===== src/include/alu_config.svh =====
`ifndef ALU_CONFIG_SVH
`define ALU_CONFIG_SVH

// datapath and select widths
`define XLEN_W 64
`define SEL_W  34

// one-hot select bits for single-cycle ops
`define SEL_ADD    0
`define SEL_ADDW   1
`define SEL_SUB    2
`define SEL_SUBW   3
`define SEL_SLT    4
`define SEL_SLTU   5
`define SEL_AND    6
`define SEL_OR     7
`define SEL_XOR    8
`define SEL_SLL    9
`define SEL_SLLI   10
`define SEL_SLLIW  11
`define SEL_SLLW   12
`define SEL_SRL    13
`define SEL_SRLI   14
`define SEL_SRLIW  15
`define SEL_SRLW   16
`define SEL_SRA    17
`define SEL_SRAI   18
`define SEL_SRAIW  19
`define SEL_SRAW   20

// divider slice
`define SEL_REM    21
`define SEL_REMU   22
`define SEL_REMUW  23
`define SEL_REMW   24
`define SEL_DIV    25
`define SEL_DIVU   26
`define SEL_DIVUW  27
`define SEL_DIVW   28

// multiplier slice
`define SEL_MUL    29
`define SEL_MULH   30
`define SEL_MULHSU 31
`define SEL_MULHU  32
`define SEL_MULW   33

// unit slice bounds inside the select
`define DIV_SEL_LO 21
`define DIV_SEL_HI 28
`define MUL_SEL_LO 29
`define MUL_SEL_HI 33

// iterations per multicycle operation
`define MUL_ITER 64
`define DIV_ITER 64

`endif


===== src/logic/alu_pkg.sv =====
`default_nettype none
`include "alu_config.svh"

package alu_pkg;

  // full register width operand or result
  typedef logic [`XLEN_W-1:0] word_t;

  // low half, used by the W-form ops
  typedef logic [`XLEN_W/2-1:0] half_t;

  // one-hot operation select
  typedef logic [`SEL_W-1:0] sel_t;

  // per-unit slices of the select
  typedef logic [`MUL_SEL_HI-`MUL_SEL_LO:0] mul_type_t;
  typedef logic [`DIV_SEL_HI-`DIV_SEL_LO:0] div_type_t;

  // shared FSM of the multiplier and the divider
  typedef enum logic [1:0] {
    IDLE = 2'd0,
    BUSY = 2'd1,
    DONE = 2'd2
  } unit_state_t;

  // W-form results are the low half sign-extended to full width
  function automatic word_t sext_half(half_t v);
    return {{(`XLEN_W/2){v[`XLEN_W/2-1]}}, v};
  endfunction

endpackage

`default_nettype wire


===== src/logic/alu_multiplier.sv =====
`timescale 1ns/1ps
`default_nettype none
`include "alu_config.svh"

module alu_multiplier (
  input  wire                    clk,
  input  wire                    rst,
  input  wire                    mult_valid,
  input  wire alu_pkg::mul_type_t mult_type,
  input  wire alu_pkg::word_t    multiplicand,
  input  wire alu_pkg::word_t    multiplier,
  input  wire                    result_ready,
  output alu_pkg::word_t         mult_out,
  output logic                   mult_stall,
  output logic                   result_ok
);

  localparam int CNT_W    = $clog2(`MUL_ITER);
  localparam int MSB      = `XLEN_W - 1;
  localparam int I_MUL    = `SEL_MUL - `MUL_SEL_LO;
  localparam int I_MULH   = `SEL_MULH - `MUL_SEL_LO;
  localparam int I_MULHSU = `SEL_MULHSU - `MUL_SEL_LO;
  localparam int I_MULW   = `SEL_MULW - `MUL_SEL_LO;

  alu_pkg::unit_state_t state;
  logic [CNT_W-1:0]     cnt;

  // acc holds {partial product, remaining multiplier bits}
  logic [2*`XLEN_W-1:0] acc;
  alu_pkg::word_t       mcand;
  logic                 prod_neg;
  alu_pkg::mul_type_t   op_type;

  logic                 a_signed;
  logic                 b_signed;
  logic                 a_neg;
  logic                 b_neg;
  alu_pkg::word_t       a_mag;
  alu_pkg::word_t       b_mag;
  logic [`XLEN_W:0]     step_sum;
  logic [2*`XLEN_W-1:0] product;
  alu_pkg::word_t       out_sel;

  // mulh is signed x signed, mulhsu signed x unsigned
  always_comb begin
    a_signed = mult_type[I_MULH] | mult_type[I_MULHSU];
    b_signed = mult_type[I_MULH];
    a_neg    = a_signed & multiplicand[MSB];
    b_neg    = b_signed & multiplier[MSB];
    a_mag    = a_neg ? -multiplicand : multiplicand;
    b_mag    = b_neg ? -multiplier : multiplier;
  end

  // one shift-add step, lsb of acc decides the add
  assign step_sum = {1'b0, acc[2*`XLEN_W-1:`XLEN_W]} + {1'b0, (acc[0] ? mcand : '0)};

  assign product = prod_neg ? -acc : acc;

  always_ff @(posedge clk) begin
    if (rst) begin
      state <= alu_pkg::IDLE;
      cnt   <= '0;
    end else begin
      case (state)
        alu_pkg::IDLE: begin
          if (mult_valid) begin
            state <= alu_pkg::BUSY;
            cnt   <= '0;
          end
        end
        alu_pkg::BUSY: begin
          cnt <= cnt + 1'b1;
          if (cnt == CNT_W'(`MUL_ITER - 1)) begin
            state <= alu_pkg::DONE;
          end
        end
        alu_pkg::DONE: begin
          if (result_ready) begin
            state <= alu_pkg::IDLE;
          end
        end
        default: state <= alu_pkg::IDLE;
      endcase
    end
  end

  always_ff @(posedge clk) begin
    if (state == alu_pkg::IDLE && mult_valid) begin
      acc      <= {`XLEN_W'(0), b_mag};
      mcand    <= a_mag;
      prod_neg <= a_neg ^ b_neg;
      op_type  <= mult_type;
    end else if (state == alu_pkg::BUSY) begin
      acc <= {step_sum, acc[`XLEN_W-1:1]};
    end
  end

  // mulh, mulhsu and mulhu all take the high half
  always_comb begin
    if (op_type[I_MUL]) begin
      out_sel = product[`XLEN_W-1:0];
    end else if (op_type[I_MULW]) begin
      out_sel = alu_pkg::sext_half(product[`XLEN_W/2-1:0]);
    end else begin
      out_sel = product[2*`XLEN_W-1:`XLEN_W];
    end
  end

  // zero outside DONE so the ALU can OR both unit results
  assign mult_out   = (state == alu_pkg::DONE) ? out_sel : '0;
  assign result_ok  = (state == alu_pkg::DONE) & result_ready;
  assign mult_stall = mult_valid & ~result_ok;

endmodule

`default_nettype wire


===== src/logic/alu_divider.sv =====
`timescale 1ns/1ps
`default_nettype none
`include "alu_config.svh"

module alu_divider (
  input  wire                    clk,
  input  wire                    rst,
  input  wire                    div_valid,
  input  wire alu_pkg::div_type_t div_type,
  input  wire alu_pkg::word_t    dividend,
  input  wire alu_pkg::word_t    divisor,
  input  wire                    result_ready,
  output alu_pkg::word_t         div_out,
  output logic                   div_stall,
  output logic                   result_ok
);

  localparam int CNT_W   = $clog2(`DIV_ITER);
  localparam int MSB     = `XLEN_W - 1;
  localparam int HW      = `XLEN_W / 2;
  localparam int I_REM   = `SEL_REM - `DIV_SEL_LO;
  localparam int I_REMU  = `SEL_REMU - `DIV_SEL_LO;
  localparam int I_REMUW = `SEL_REMUW - `DIV_SEL_LO;
  localparam int I_REMW  = `SEL_REMW - `DIV_SEL_LO;
  localparam int I_DIVU  = `SEL_DIVU - `DIV_SEL_LO;
  localparam int I_DIVUW = `SEL_DIVUW - `DIV_SEL_LO;
  localparam int I_DIVW  = `SEL_DIVW - `DIV_SEL_LO;

  alu_pkg::unit_state_t state;
  logic [CNT_W-1:0]     cnt;

  // iteration registers
  alu_pkg::word_t       rem;
  alu_pkg::word_t       quo;
  alu_pkg::word_t       dsor;
  logic                 q_neg;
  logic                 r_neg;
  logic                 rem_sel;
  logic                 word_sel;
  logic                 div_zero;

  logic                 is_word;
  logic                 is_uns;
  logic                 is_rem;
  alu_pkg::word_t       a_ext;
  alu_pkg::word_t       b_ext;
  logic                 a_neg;
  logic                 b_neg;
  alu_pkg::word_t       a_mag;
  alu_pkg::word_t       b_mag;
  logic [`XLEN_W:0]     shifted;
  logic [`XLEN_W:0]     diff;
  alu_pkg::word_t       q_fix;
  alu_pkg::word_t       r_fix;
  alu_pkg::word_t       raw;

  // operand prep, W forms widen the low half first
  always_comb begin
    is_word = div_type[I_REMUW] | div_type[I_REMW] | div_type[I_DIVUW] | div_type[I_DIVW];
    is_uns  = div_type[I_REMU] | div_type[I_REMUW] | div_type[I_DIVU] | div_type[I_DIVUW];
    is_rem  = div_type[I_REM] | div_type[I_REMU] | div_type[I_REMUW] | div_type[I_REMW];
    if (!is_word) begin
      a_ext = dividend;
      b_ext = divisor;
    end else if (is_uns) begin
      a_ext = {HW'(0), dividend[HW-1:0]};
      b_ext = {HW'(0), divisor[HW-1:0]};
    end else begin
      a_ext = alu_pkg::sext_half(dividend[HW-1:0]);
      b_ext = alu_pkg::sext_half(divisor[HW-1:0]);
    end
    a_neg = ~is_uns & a_ext[MSB];
    b_neg = ~is_uns & b_ext[MSB];
    a_mag = a_neg ? -a_ext : a_ext;
    b_mag = b_neg ? -b_ext : b_ext;
  end

  // restoring step, keep the trial difference when it does not go negative
  assign shifted = {rem, quo[MSB]};
  assign diff    = shifted - {1'b0, dsor};

  always_ff @(posedge clk) begin
    if (rst) begin
      state <= alu_pkg::IDLE;
      cnt   <= '0;
    end else begin
      case (state)
        alu_pkg::IDLE: begin
          if (div_valid) begin
            state <= alu_pkg::BUSY;
            cnt   <= '0;
          end
        end
        alu_pkg::BUSY: begin
          cnt <= cnt + 1'b1;
          if (cnt == CNT_W'(`DIV_ITER - 1)) begin
            state <= alu_pkg::DONE;
          end
        end
        alu_pkg::DONE: begin
          if (result_ready) begin
            state <= alu_pkg::IDLE;
          end
        end
        default: state <= alu_pkg::IDLE;
      endcase
    end
  end

  always_ff @(posedge clk) begin
    if (state == alu_pkg::IDLE && div_valid) begin
      rem      <= '0;
      quo      <= a_mag;
      dsor     <= b_mag;
      q_neg    <= a_neg ^ b_neg;
      r_neg    <= a_neg;
      rem_sel  <= is_rem;
      word_sel <= is_word;
      div_zero <= (b_ext == '0);
    end else if (state == alu_pkg::BUSY) begin
      rem <= diff[`XLEN_W] ? shifted[`XLEN_W-1:0] : diff[`XLEN_W-1:0];
      quo <= {quo[MSB-1:0], ~diff[`XLEN_W]};
    end
  end

  // quotient sign is the XOR of operand signs, remainder follows the dividend.
  // Signed overflow needs no special path: |min| / 1 gives min back with rem 0.
  // Divide by zero leaves rem = |dividend|, so only the quotient is forced.
  always_comb begin
    q_fix = q_neg ? -quo : quo;
    r_fix = r_neg ? -rem : rem;
    if (rem_sel) begin
      raw = r_fix;
    end else if (div_zero) begin
      raw = '1;
    end else begin
      raw = q_fix;
    end
  end

  assign div_out   = (state != alu_pkg::DONE) ? '0 :
                     word_sel ? alu_pkg::sext_half(raw[HW-1:0]) : raw;
  assign result_ok = (state == alu_pkg::DONE) & result_ready;
  assign div_stall = div_valid & ~result_ok;

endmodule

`default_nettype wire


===== src/logic/alu.sv =====
`timescale 1ns/1ps
`default_nettype none
`include "alu_config.svh"

module alu (
  input  wire                 clk,
  input  wire                 rst,
  input  wire alu_pkg::word_t op_1,
  input  wire alu_pkg::word_t op_2,
  input  wire alu_pkg::sel_t  alu_sel,
  input  wire                 lsu_stall,
  output alu_pkg::word_t      result,
  output logic                alu_stall,
  output logic                alu_ok
);

  localparam int MSB    = `XLEN_W - 1;
  localparam int HW     = `XLEN_W / 2;
  localparam int N_COMB = `SEL_SRAW + 1;

  logic           subtract;
  logic           word_shift;
  logic           srl_word;
  logic           sra_word;
  logic [5:0]     shamt;
  alu_pkg::word_t op_2_in;
  alu_pkg::word_t sum;
  logic           slt_bit;
  logic           sltu_bit;
  alu_pkg::word_t srl_src;
  alu_pkg::word_t sra_src;
  alu_pkg::word_t sll_res;
  alu_pkg::word_t srl_res;
  alu_pkg::word_t sra_res;
  alu_pkg::word_t comb_res [N_COMB];

  logic           result_ready;
  alu_pkg::word_t mult_out;
  logic           mult_stall;
  logic           mult_ok;
  alu_pkg::word_t div_out;
  logic           div_stall;
  logic           div_ok;

  // shared adder, compares reuse the subtraction
  assign subtract = alu_sel[`SEL_SUB] | alu_sel[`SEL_SUBW] |
                    alu_sel[`SEL_SLT] | alu_sel[`SEL_SLTU];
  assign op_2_in  = subtract ? ~op_2 : op_2;
  assign sum      = op_1 + op_2_in + alu_pkg::word_t'(subtract);

  // same sign bits means the difference sign decides
  assign slt_bit  = (op_1[MSB] & ~op_2[MSB]) | ((op_1[MSB] == op_2[MSB]) & sum[MSB]);
  assign sltu_bit = (~op_1[MSB] & op_2[MSB]) | ((op_1[MSB] == op_2[MSB]) & sum[MSB]);

  // word shifts only use 5 bits of shamt
  assign word_shift = alu_sel[`SEL_SLLIW] | alu_sel[`SEL_SLLW] |
                      alu_sel[`SEL_SRLIW] | alu_sel[`SEL_SRLW] |
                      alu_sel[`SEL_SRAIW] | alu_sel[`SEL_SRAW];
  assign shamt      = {op_2[5] & ~word_shift, op_2[4:0]};

  // upper half refilled before word right shifts
  assign srl_word = alu_sel[`SEL_SRLIW] | alu_sel[`SEL_SRLW];
  assign sra_word = alu_sel[`SEL_SRAIW] | alu_sel[`SEL_SRAW];
  assign srl_src  = srl_word ? {HW'(0), op_1[HW-1:0]} : op_1;
  assign sra_src  = sra_word ? alu_pkg::sext_half(op_1[HW-1:0]) : op_1;

  assign sll_res = op_1 << shamt;
  assign srl_res = srl_src >> shamt;
  assign sra_res = $signed(sra_src) >>> shamt;

  // result table, indexed by select bit
  assign comb_res[`SEL_ADD]   = sum;
  assign comb_res[`SEL_ADDW]  = alu_pkg::sext_half(sum[HW-1:0]);
  assign comb_res[`SEL_SUB]   = sum;
  assign comb_res[`SEL_SUBW]  = alu_pkg::sext_half(sum[HW-1:0]);
  assign comb_res[`SEL_SLT]   = alu_pkg::word_t'(slt_bit);
  assign comb_res[`SEL_SLTU]  = alu_pkg::word_t'(sltu_bit);
  assign comb_res[`SEL_AND]   = op_1 & op_2;
  assign comb_res[`SEL_OR]    = op_1 | op_2;
  assign comb_res[`SEL_XOR]   = op_1 ^ op_2;
  assign comb_res[`SEL_SLL]   = sll_res;
  assign comb_res[`SEL_SLLI]  = sll_res;
  assign comb_res[`SEL_SLLIW] = alu_pkg::sext_half(sll_res[HW-1:0]);
  assign comb_res[`SEL_SLLW]  = alu_pkg::sext_half(sll_res[HW-1:0]);
  assign comb_res[`SEL_SRL]   = srl_res;
  assign comb_res[`SEL_SRLI]  = srl_res;
  assign comb_res[`SEL_SRLIW] = alu_pkg::sext_half(srl_res[HW-1:0]);
  assign comb_res[`SEL_SRLW]  = alu_pkg::sext_half(srl_res[HW-1:0]);
  assign comb_res[`SEL_SRA]   = sra_res;
  assign comb_res[`SEL_SRAI]  = sra_res;
  assign comb_res[`SEL_SRAIW] = alu_pkg::sext_half(sra_res[HW-1:0]);
  assign comb_res[`SEL_SRAW]  = alu_pkg::sext_half(sra_res[HW-1:0]);

  // one-hot and-or mux, unit results when no single-cycle bit is set
  always_comb begin
    result = mult_out | div_out;
    if (|alu_sel[N_COMB-1:0]) begin
      result = '0;
      for (int i = 0; i < N_COMB; i++) begin
        if (alu_sel[i]) begin
          result = result | comb_res[i];
        end
      end
    end
  end

  assign result_ready = ~lsu_stall;

  alu_multiplier u_multiplier (
    .clk          (clk),
    .rst          (rst),
    .mult_valid   (|alu_sel[`MUL_SEL_HI:`MUL_SEL_LO]),
    .mult_type    (alu_sel[`MUL_SEL_HI:`MUL_SEL_LO]),
    .multiplicand (op_1),
    .multiplier   (op_2),
    .result_ready (result_ready),
    .mult_out     (mult_out),
    .mult_stall   (mult_stall),
    .result_ok    (mult_ok)
  );

  alu_divider u_divider (
    .clk          (clk),
    .rst          (rst),
    .div_valid    (|alu_sel[`DIV_SEL_HI:`DIV_SEL_LO]),
    .div_type     (alu_sel[`DIV_SEL_HI:`DIV_SEL_LO]),
    .dividend     (op_1),
    .divisor      (op_2),
    .result_ready (result_ready),
    .div_out      (div_out),
    .div_stall    (div_stall),
    .result_ok    (div_ok)
  );

  assign alu_stall = mult_stall | div_stall;
  assign alu_ok    = mult_ok | div_ok;

endmodule

`default_nettype wire


===== config.mk =====
export PLATFORM = sky130hd
export DESIGN_NAME = alu
export DESIGN_NICKNAME = d
export VERILOG_FILES = /design/src/logic/alu_pkg.sv /design/src/logic/alu_multiplier.sv /design/src/logic/alu_divider.sv /design/src/logic/alu.sv
export VERILOG_INCLUDE_DIRS = /design/src /design/src/include
export SDC_FILE = /design/constraint.sdc
export NUM_CORES = 2
export LEC_CHECK = 0
export BUFFER_PORTS_ARGS = -buffer_cell sky130_fd_sc_hd__buf_2
export CORE_AREA = 2 2 351 353
export CTS_BUF_LIST = sky130_fd_sc_hd__clkbuf_4
export DETAILED_ROUTE_END_ITERATION = 8
export DIE_AREA = 0 0 353 355
export HOLD_SLACK_MARGIN = 0.06
export PLACE_DENSITY = 0.73
export SYNTH_ARGS = -nofsm -noshare
export SYNTH_HDL_FRONTEND = slang
export SYNTH_SLANG_ARGS = --single-unit

===== constraint.sdc =====
create_clock -name clk -period 13.6 [get_ports clk]
set_clock_uncertainty 0.15 [all_clocks]
set_input_delay 0.68 -clock clk [delete_from_list [all_inputs] [get_ports clk]]
set_output_delay 0.68 -clock clk [all_outputs]
set_load 0.05 [all_outputs]

# Yosys cells after proc, flatten, opt, wreduce, memory -nomap -nowiden
# Index checks and enable logic that the tools add are counted.
dict set report word_totals {
  regBits 411
  out_inout_bits 66
  wordCells 214
}
dict set report op_classes {
  add_sub_neg 13
  eq_ne 14
  shift 3
  n_mux 80
  n_bitwise 71
  reduce_logical 16
}
# op n
set op_table {}
lappend op_table {{two-way mux 64 bit} 68}
lappend op_table {{OR 64 bit} 20}
lappend op_table {{negation 64 bit} 6}
lappend op_table {{two-way mux 128 bit} 1}
lappend op_table {{negation 128 bit} 1}
lappend op_table {{OR 64 x 1 -> 64 bit} 2}
lappend op_table {{adder 64 x 64 -> 65 bit} 1}
lappend op_table {{subtractor 65 x 64 -> 65 bit} 1}
lappend op_table {{adder 64 x 1 -> 64 bit} 1}
lappend op_table {{adder 64 bit} 1}
lappend op_table {{AND 64 bit} 1}
lappend op_table {{logical NOT 64 bit} 1}
lappend op_table {{inverter 64 bit} 1}
lappend op_table {{<< shifter 64 x 6 -> 64 bit} 1}
lappend op_table {{>> shifter 64 x 6 -> 64 bit} 1}
lappend op_table {{>>> shifter 64 x 6 -> 64 bit} 1}
lappend op_table {{XOR 64 bit} 1}
lappend op_table {{OR 1 bit} 24}
lappend op_table {{case mux 6 bit (2 select lines)} 2}
lappend op_table {{OR reduction 21 bit} 1}
lappend op_table {{adder 6 x 1 -> 6 bit, second input constant} 2}
lappend op_table {{AND 1 bit} 12}
lappend op_table {{== test 6 bit, second input constant} 2}
lappend op_table {{two-way mux 6 bit} 2}
lappend op_table {{other kinds (16)} 43}

# Depth between registers and ports, before layout
dict set report logic_depth {
  word_depth 68
  mapped_depth 20
  ltp_nobuf 15
}

# Hierarchy
# A second synthesis with hierarchy kept.
dict set report hier_totals {
  hier_cells 7525
  area_unflattened_um2 56058.8
}
# mod instances cells_per_inst area_per_inst_um2 seq_area_each_um2
set modules_own_cells {}
lappend modules_own_cells {alu 1 2961 20010.4 0.0}
lappend modules_own_cells {alu_divider 1 2374 18502.7 5435.2}
lappend modules_own_cells {alu_multiplier 1 2190 17545.6 5375.2}

# Worst setup path before layout
# OpenSTA, ideal clock, no wires.
dict set report synth_path {
  kind {input port to output port}
  startpoint {in op_2[1]}
  endpoint {out result[57]}
  arrival_ps 5860
  required_ps 12770
  setup_slack_ps 6910
  cell_stages 18
  path_cell_list {buf_2 -> buf_2 -> buf_1 -> buf_2 -> buf_2 -> clkbuf_1 -> xnor2_1 -> ha_1 -> o211a_1 -> o2111ai_1 -> a2111oi_0 -> o21ai_0 -> nand3_1 -> o31a_1 -> o211ai_1 -> clkbuf_1 -> nor4_1 -> nor4_1}
}
dict set report synth_between {
  elab_chain_cells 66
  word_cells_on_any_way 69
}
# element line
set synth_lines {}
lappend synth_lines {{from (decl)} alu.sv:9} ;# input wire alu_pkg::word_t op_2,
lappend synth_lines {{inverter 64 bit} alu.sv:48} ;# assign op_2_in = subtract ? ~op_2 : op_2;
lappend synth_lines {{two-way mux 64 bit} alu.sv:48}
lappend synth_lines {{adder 64 bit} alu.sv:49} ;# assign sum = op_1 + op_2_in + alu_pkg::word_t'(subtract);
lappend synth_lines {{adder 64 x 1 -> 64 bit} alu.sv:49}
lappend synth_lines {{two-way mux 64 bit} alu.sv:100} ;# if (alu_sel[i]) begin
lappend synth_lines {{two-way mux 64 bit} alu.sv:97} ;# if (|alu_sel[N_COMB-1:0]) begin
lappend synth_lines {{OR 64 bit} alu.sv:101} ;# result = result | comb_res[i];
lappend synth_lines {{two-way mux 64 bit} alu.sv:100}
lappend synth_lines {{(+50 left out)} n/a}
lappend synth_lines {{two-way mux 64 bit} alu.sv:100}
lappend synth_lines {{two-way mux 64 bit} alu.sv:97}
lappend synth_lines {{OR 64 bit} alu.sv:101}
lappend synth_lines {{two-way mux 64 bit} alu.sv:100}
lappend synth_lines {{two-way mux 64 bit} alu.sv:97}
lappend synth_lines {{OR 64 bit} alu.sv:101}
lappend synth_lines {{two-way mux 64 bit (*)} alu.sv:100}
lappend synth_lines {{two-way mux 64 bit (*)} alu.sv:97}
lappend synth_lines {{to (decl)} alu.sv:12} ;# output alu_pkg::word_t result,
# Every way passes the cells marked *; elsewhere a longest branch is shown, timed or not. The select of a mux whose other input is x is not followed.

# Worst setup path after layout
dict set report layout_path {
  startpoint {in alu_sel[3]}
  endpoint {out result[56]}
}
dict set report layout_between {
  elab_chain_cells 68
  word_cells_on_any_way 69
}
# element line
set layout_lines {}
lappend layout_lines {{from (decl)} alu.sv:10} ;# input wire alu_pkg::sel_t alu_sel,
lappend layout_lines {{OR 1 bit (3 in a row)} alu.sv:46} ;# assign subtract = alu_sel[`SEL_SUB] | alu_sel[`SEL_SUBW] |
lappend layout_lines {{two-way mux 64 bit} alu.sv:48}
lappend layout_lines {{adder 64 bit} alu.sv:49}
lappend layout_lines {{adder 64 x 1 -> 64 bit} alu.sv:49}
lappend layout_lines {{two-way mux 64 bit} alu.sv:100}
lappend layout_lines {{two-way mux 64 bit} alu.sv:97}
lappend layout_lines {{OR 64 bit} alu.sv:101}
lappend layout_lines {{two-way mux 64 bit} alu.sv:100}
lappend layout_lines {{(+50 left out)} n/a}
lappend layout_lines {{two-way mux 64 bit} alu.sv:100}
lappend layout_lines {{two-way mux 64 bit} alu.sv:97}
lappend layout_lines {{OR 64 bit} alu.sv:101}
lappend layout_lines {{two-way mux 64 bit} alu.sv:100}
lappend layout_lines {{two-way mux 64 bit} alu.sv:97}
lappend layout_lines {{OR 64 bit} alu.sv:101}
lappend layout_lines {{two-way mux 64 bit} alu.sv:100}
lappend layout_lines {{two-way mux 64 bit (*)} alu.sv:97}
# Marks and branches as above.

==> reports/qor.yml <==
status: "complete, but fails checks"
violations: "capacitance limit, slew limit"
r2r_cells: 14
numCtsBuffers: 109
arrival_ns: 7.35
grt_use_total: 0.484
post_drt_wl_per_cell_um: 34.9
critPathBufInv: 4
gp_congestion: 1.13
row_count: 128
hold_start: "op_2[46]"
cts_sinks: 408
setup_slack_ns: 5.42
grt_overflow_total: 0
grt_pass1_vias: 57100
seq_area_frac_synth: 0.199
multi_input_area_sq_mm: 0.0404
tightestPinTransition_ns: 1.66
clk_pin_slew_ns: 0.08
r2r-end: "u_divider.rem[49]"
htreeDepth: 3
syn2layout_area_growth_pct: 7.75
fin_crit_ns: 8.18
critPathRequiredTime_ns: 12.77
via_count: 62800
finalCritPeriodShare: 0.601
synth_area_per_cell_sq_um: 7.38
dr.pass1.iters: 7
slew_headroom: -0.106
hold_viol: 0
max_freq_mhz: 122
r2r_slack_ns: 6.86
slowest_stage: "o21ai_0"
synth_area_leader_cell: "edfxtp_1"
ys_ff_latch: 408
hold_depth: 3
start_util: 0.446
clock-root-buffer: "clkbuf_4"
leakage_nw: 23.0
min_path_type: "primary input to register"
viasPerCell: 6.95
max-cap-violations: 3
post-dp-hpwl_um: 247000
drv_slew: 6
yosysTopAreaCellShare: 0.146
ctsResizeCount: 0
num-fill-cells: 12400
die_w_um: 353
drt_wl_total_um: 316000
ios: 231
synthFlopType: "edfxtp_1"
synth-edff-count: 264
finalSetupTns_ns: 0
yosysMostFrequentCell: "nand2_1"
fin_nets: 7798
ant_nets: 0
drc_errors: 0
synthesis.area_sq_mm: 0.0542
async_reset_ff_frac: 0
drive_gt1_frac: 0.109
vdd_drop_max_mv: 0.161
cts_tree: "done"
syn_inst: 7341
path_cells: "buf_2 -> nor4_2 -> buf_4 -> buf_4 -> xnor2_1 -> ha_1 -> nor2b_1 -> o21ai_0 -> a21boi_0 -> o31ai_1 -> a21o_1 -> a21oi_1 -> o21ai_0 -> a311oi_1 -> or4_1 -> a311oi_1 -> a21oi_1 -> buf_2"
worstHoldEndpoint: "u_divider.dsor[46]"
setup_viol: 0
grt_max_degree: 128
grt_pass1_wl_um: 437000
yosysWarnings: 0
drt_iter0_drc: 10400
critPathTopFamily: "compound AO/OA/AOI/OAI gates"
p_per_area_mw_per_mm2: 115
place_ws_ns: 5.69
synthesis.nets: 7844
cp-start-kind: "primary input"
cts.path.max_buffers: 3
r2r_start: "u_divider.dsor[0]"
fp.coreArea_sq_mm: 0.121
antenna_found_initial: 41
rsz0062_at_grt: "false"
dieArea_sq_mm: 0.125
critPathMaxStageDelay_ns: 0.84
dp.cells: 8785
critPathMaxFanout: 32
instances_no_fill: 9040
ys_top_cells_by_count: "nand2_1 (850), a21oi_1 (658), nor2_1 (652)"
io_buffer_count: 230
synth_cell_types: 96
die_h_um: 355
yosys-top-cells-area: "edfxtp_1 (15%), ha_1 (7.7%), xnor2_1 (6.7%)"
endpoint_kind: "output port"
criticalPathCategory: "primary input to output port"
seqCellArea_sq_mm: 0.0108
clock_latency_ns: 1.05
==> report_power, final <==
| group | switching [mW] | internal [mW] |
|---|---|---|
| Sequential | 0.305 | 1.55 |
| Combinational | 2.48 | 1.19 |
| Clock | 0.605 | 0.578 |
| Total | 3.39 | 3.32 |
==> timing repair <==
action	CTS	global route
setup buffers	0	0
hold buffers	24	0
endpoints found under the hold margin	40	0
==> final cells by class <==
| type | instances | share of cell area |
|---|---|---|
| Timing Repair Buffer | 417 | 0.0453 |
| Inverter | 274 | 0.0178 |
| Sequential cell | 408 | 0.185 |
| Clock buffer | 153 | 0.0197 |
| Antenna cell | 30 | 0.00129 |
| Clock inverter | 48 | 0.00482 |
| Tap cell | 1625 | 0.0348 |
| Multi-Input combinational cell | 6085 | 0.691 |
==> stage by stage <==
stage / utilization / total power [mW] / instance area [sq um] / hold WS (ns)
floorplan: - / 4.07 / 54200 / 0.310
global placement: 0.467 / 5.32 / 56600 / 0.317
detailed placement: 0.467 / 5.34 / 56600 / 0.331
CTS: 0.480 / 6.53 / 58300 / 0.0607
global route: 0.481 / 6.97 / 58400 / 0.0647
finish: 0.481 / 6.71 / 58400 / 0.109
==> registers in the layout, summed over array words and instances, names as in the netlist <==
register	flops
u_multiplier.mcand	64
u_divider.r_neg	1
u_divider.quo	64
u_divider.rem	64
u_divider.q_neg	1
u_multiplier.state	2
u_multiplier.op_type	2
u_divider.cnt	6
u_divider.dsor	64
u_multiplier.prod_neg	1
u_multiplier.acc	128
u_divider.div_zero	1
u_divider.state	2
u_divider.word_sel	1
u_multiplier.cnt	6
u_divider.rem_sel	1
==> layer usage <==
layer,vias up,GRT usage,wire (um)
met5,-,0,126
met4,18,0.362,29100
met3,1048,0.117,40900
met2,4868,0.710,129000
met1,30100,0.617,117000
li1,26800,-,-
==> cell usage in the layout (no fill, tap or decap), types with 51 or more instances in the layout <==
cell type and n:
edfxtp_1 264, nand4_1 83, dfxtp_1 144, inv_1 259, nor2_1 643, xnor2_1 414, mux2i_1 115, buf_2 225
nor3_1 162, a21o_1 130, or3_1 64, nand2_1 850, a221oi_1 76, a21oi_1 655, mux4_2 104, xor2_1 282
buf_4 166, a211oi_1 80, and2_1 87, ha_1 335, o21ai_0 645, clkbuf_4 153, o31ai_1 112, o211ai_1 75
or4_1 51, a31oi_1 96, nand3_1 284
==> cells by family (layout without fill, tap and decap cells) <==
family | Yosys count | after routing | synth area share
and+or+nand+nor | 2499 | 2499 | 0.214
AOI/OAI and AO/OA | 2302 | 2302 | 0.265
buffers and inverters | 848 | 892 | 0.0594
xor gates and xnor gates | 698 | 698 | 0.113
DFF | 408 | 408 | 0.199
adders and majority gates | 338 | 338 | 0.0784
muxes | 248 | 248 | 0.0705
other | 0 | 30 | 0
==> tightest hold or removal path, stage by stage <==
cell and delay [ns]:
buf_2 0.19, o21ai_0 0.17, xor2_1 0.17
==> how the worst max path moves through the flow <==
| stage | from | to | cells past startpoint |
|---|---|---|---|
| 6_report | alu_sel[3] | result[56] | 18 |
| 5_1_grt | alu_sel[3] | result[56] | 18 |
| 4_1_cts | alu_sel[3] | result[57] | 17 |
| 3_5_place_dp | alu_sel[3] | result[57] | 17 |
| 3_3_place_gp | alu_sel[3] | result[57] | 17 |
| 2_1_floorplan | op_2[1] | result[57] | 18 |
Note: power is estimated with default switching activity, not from simulation.
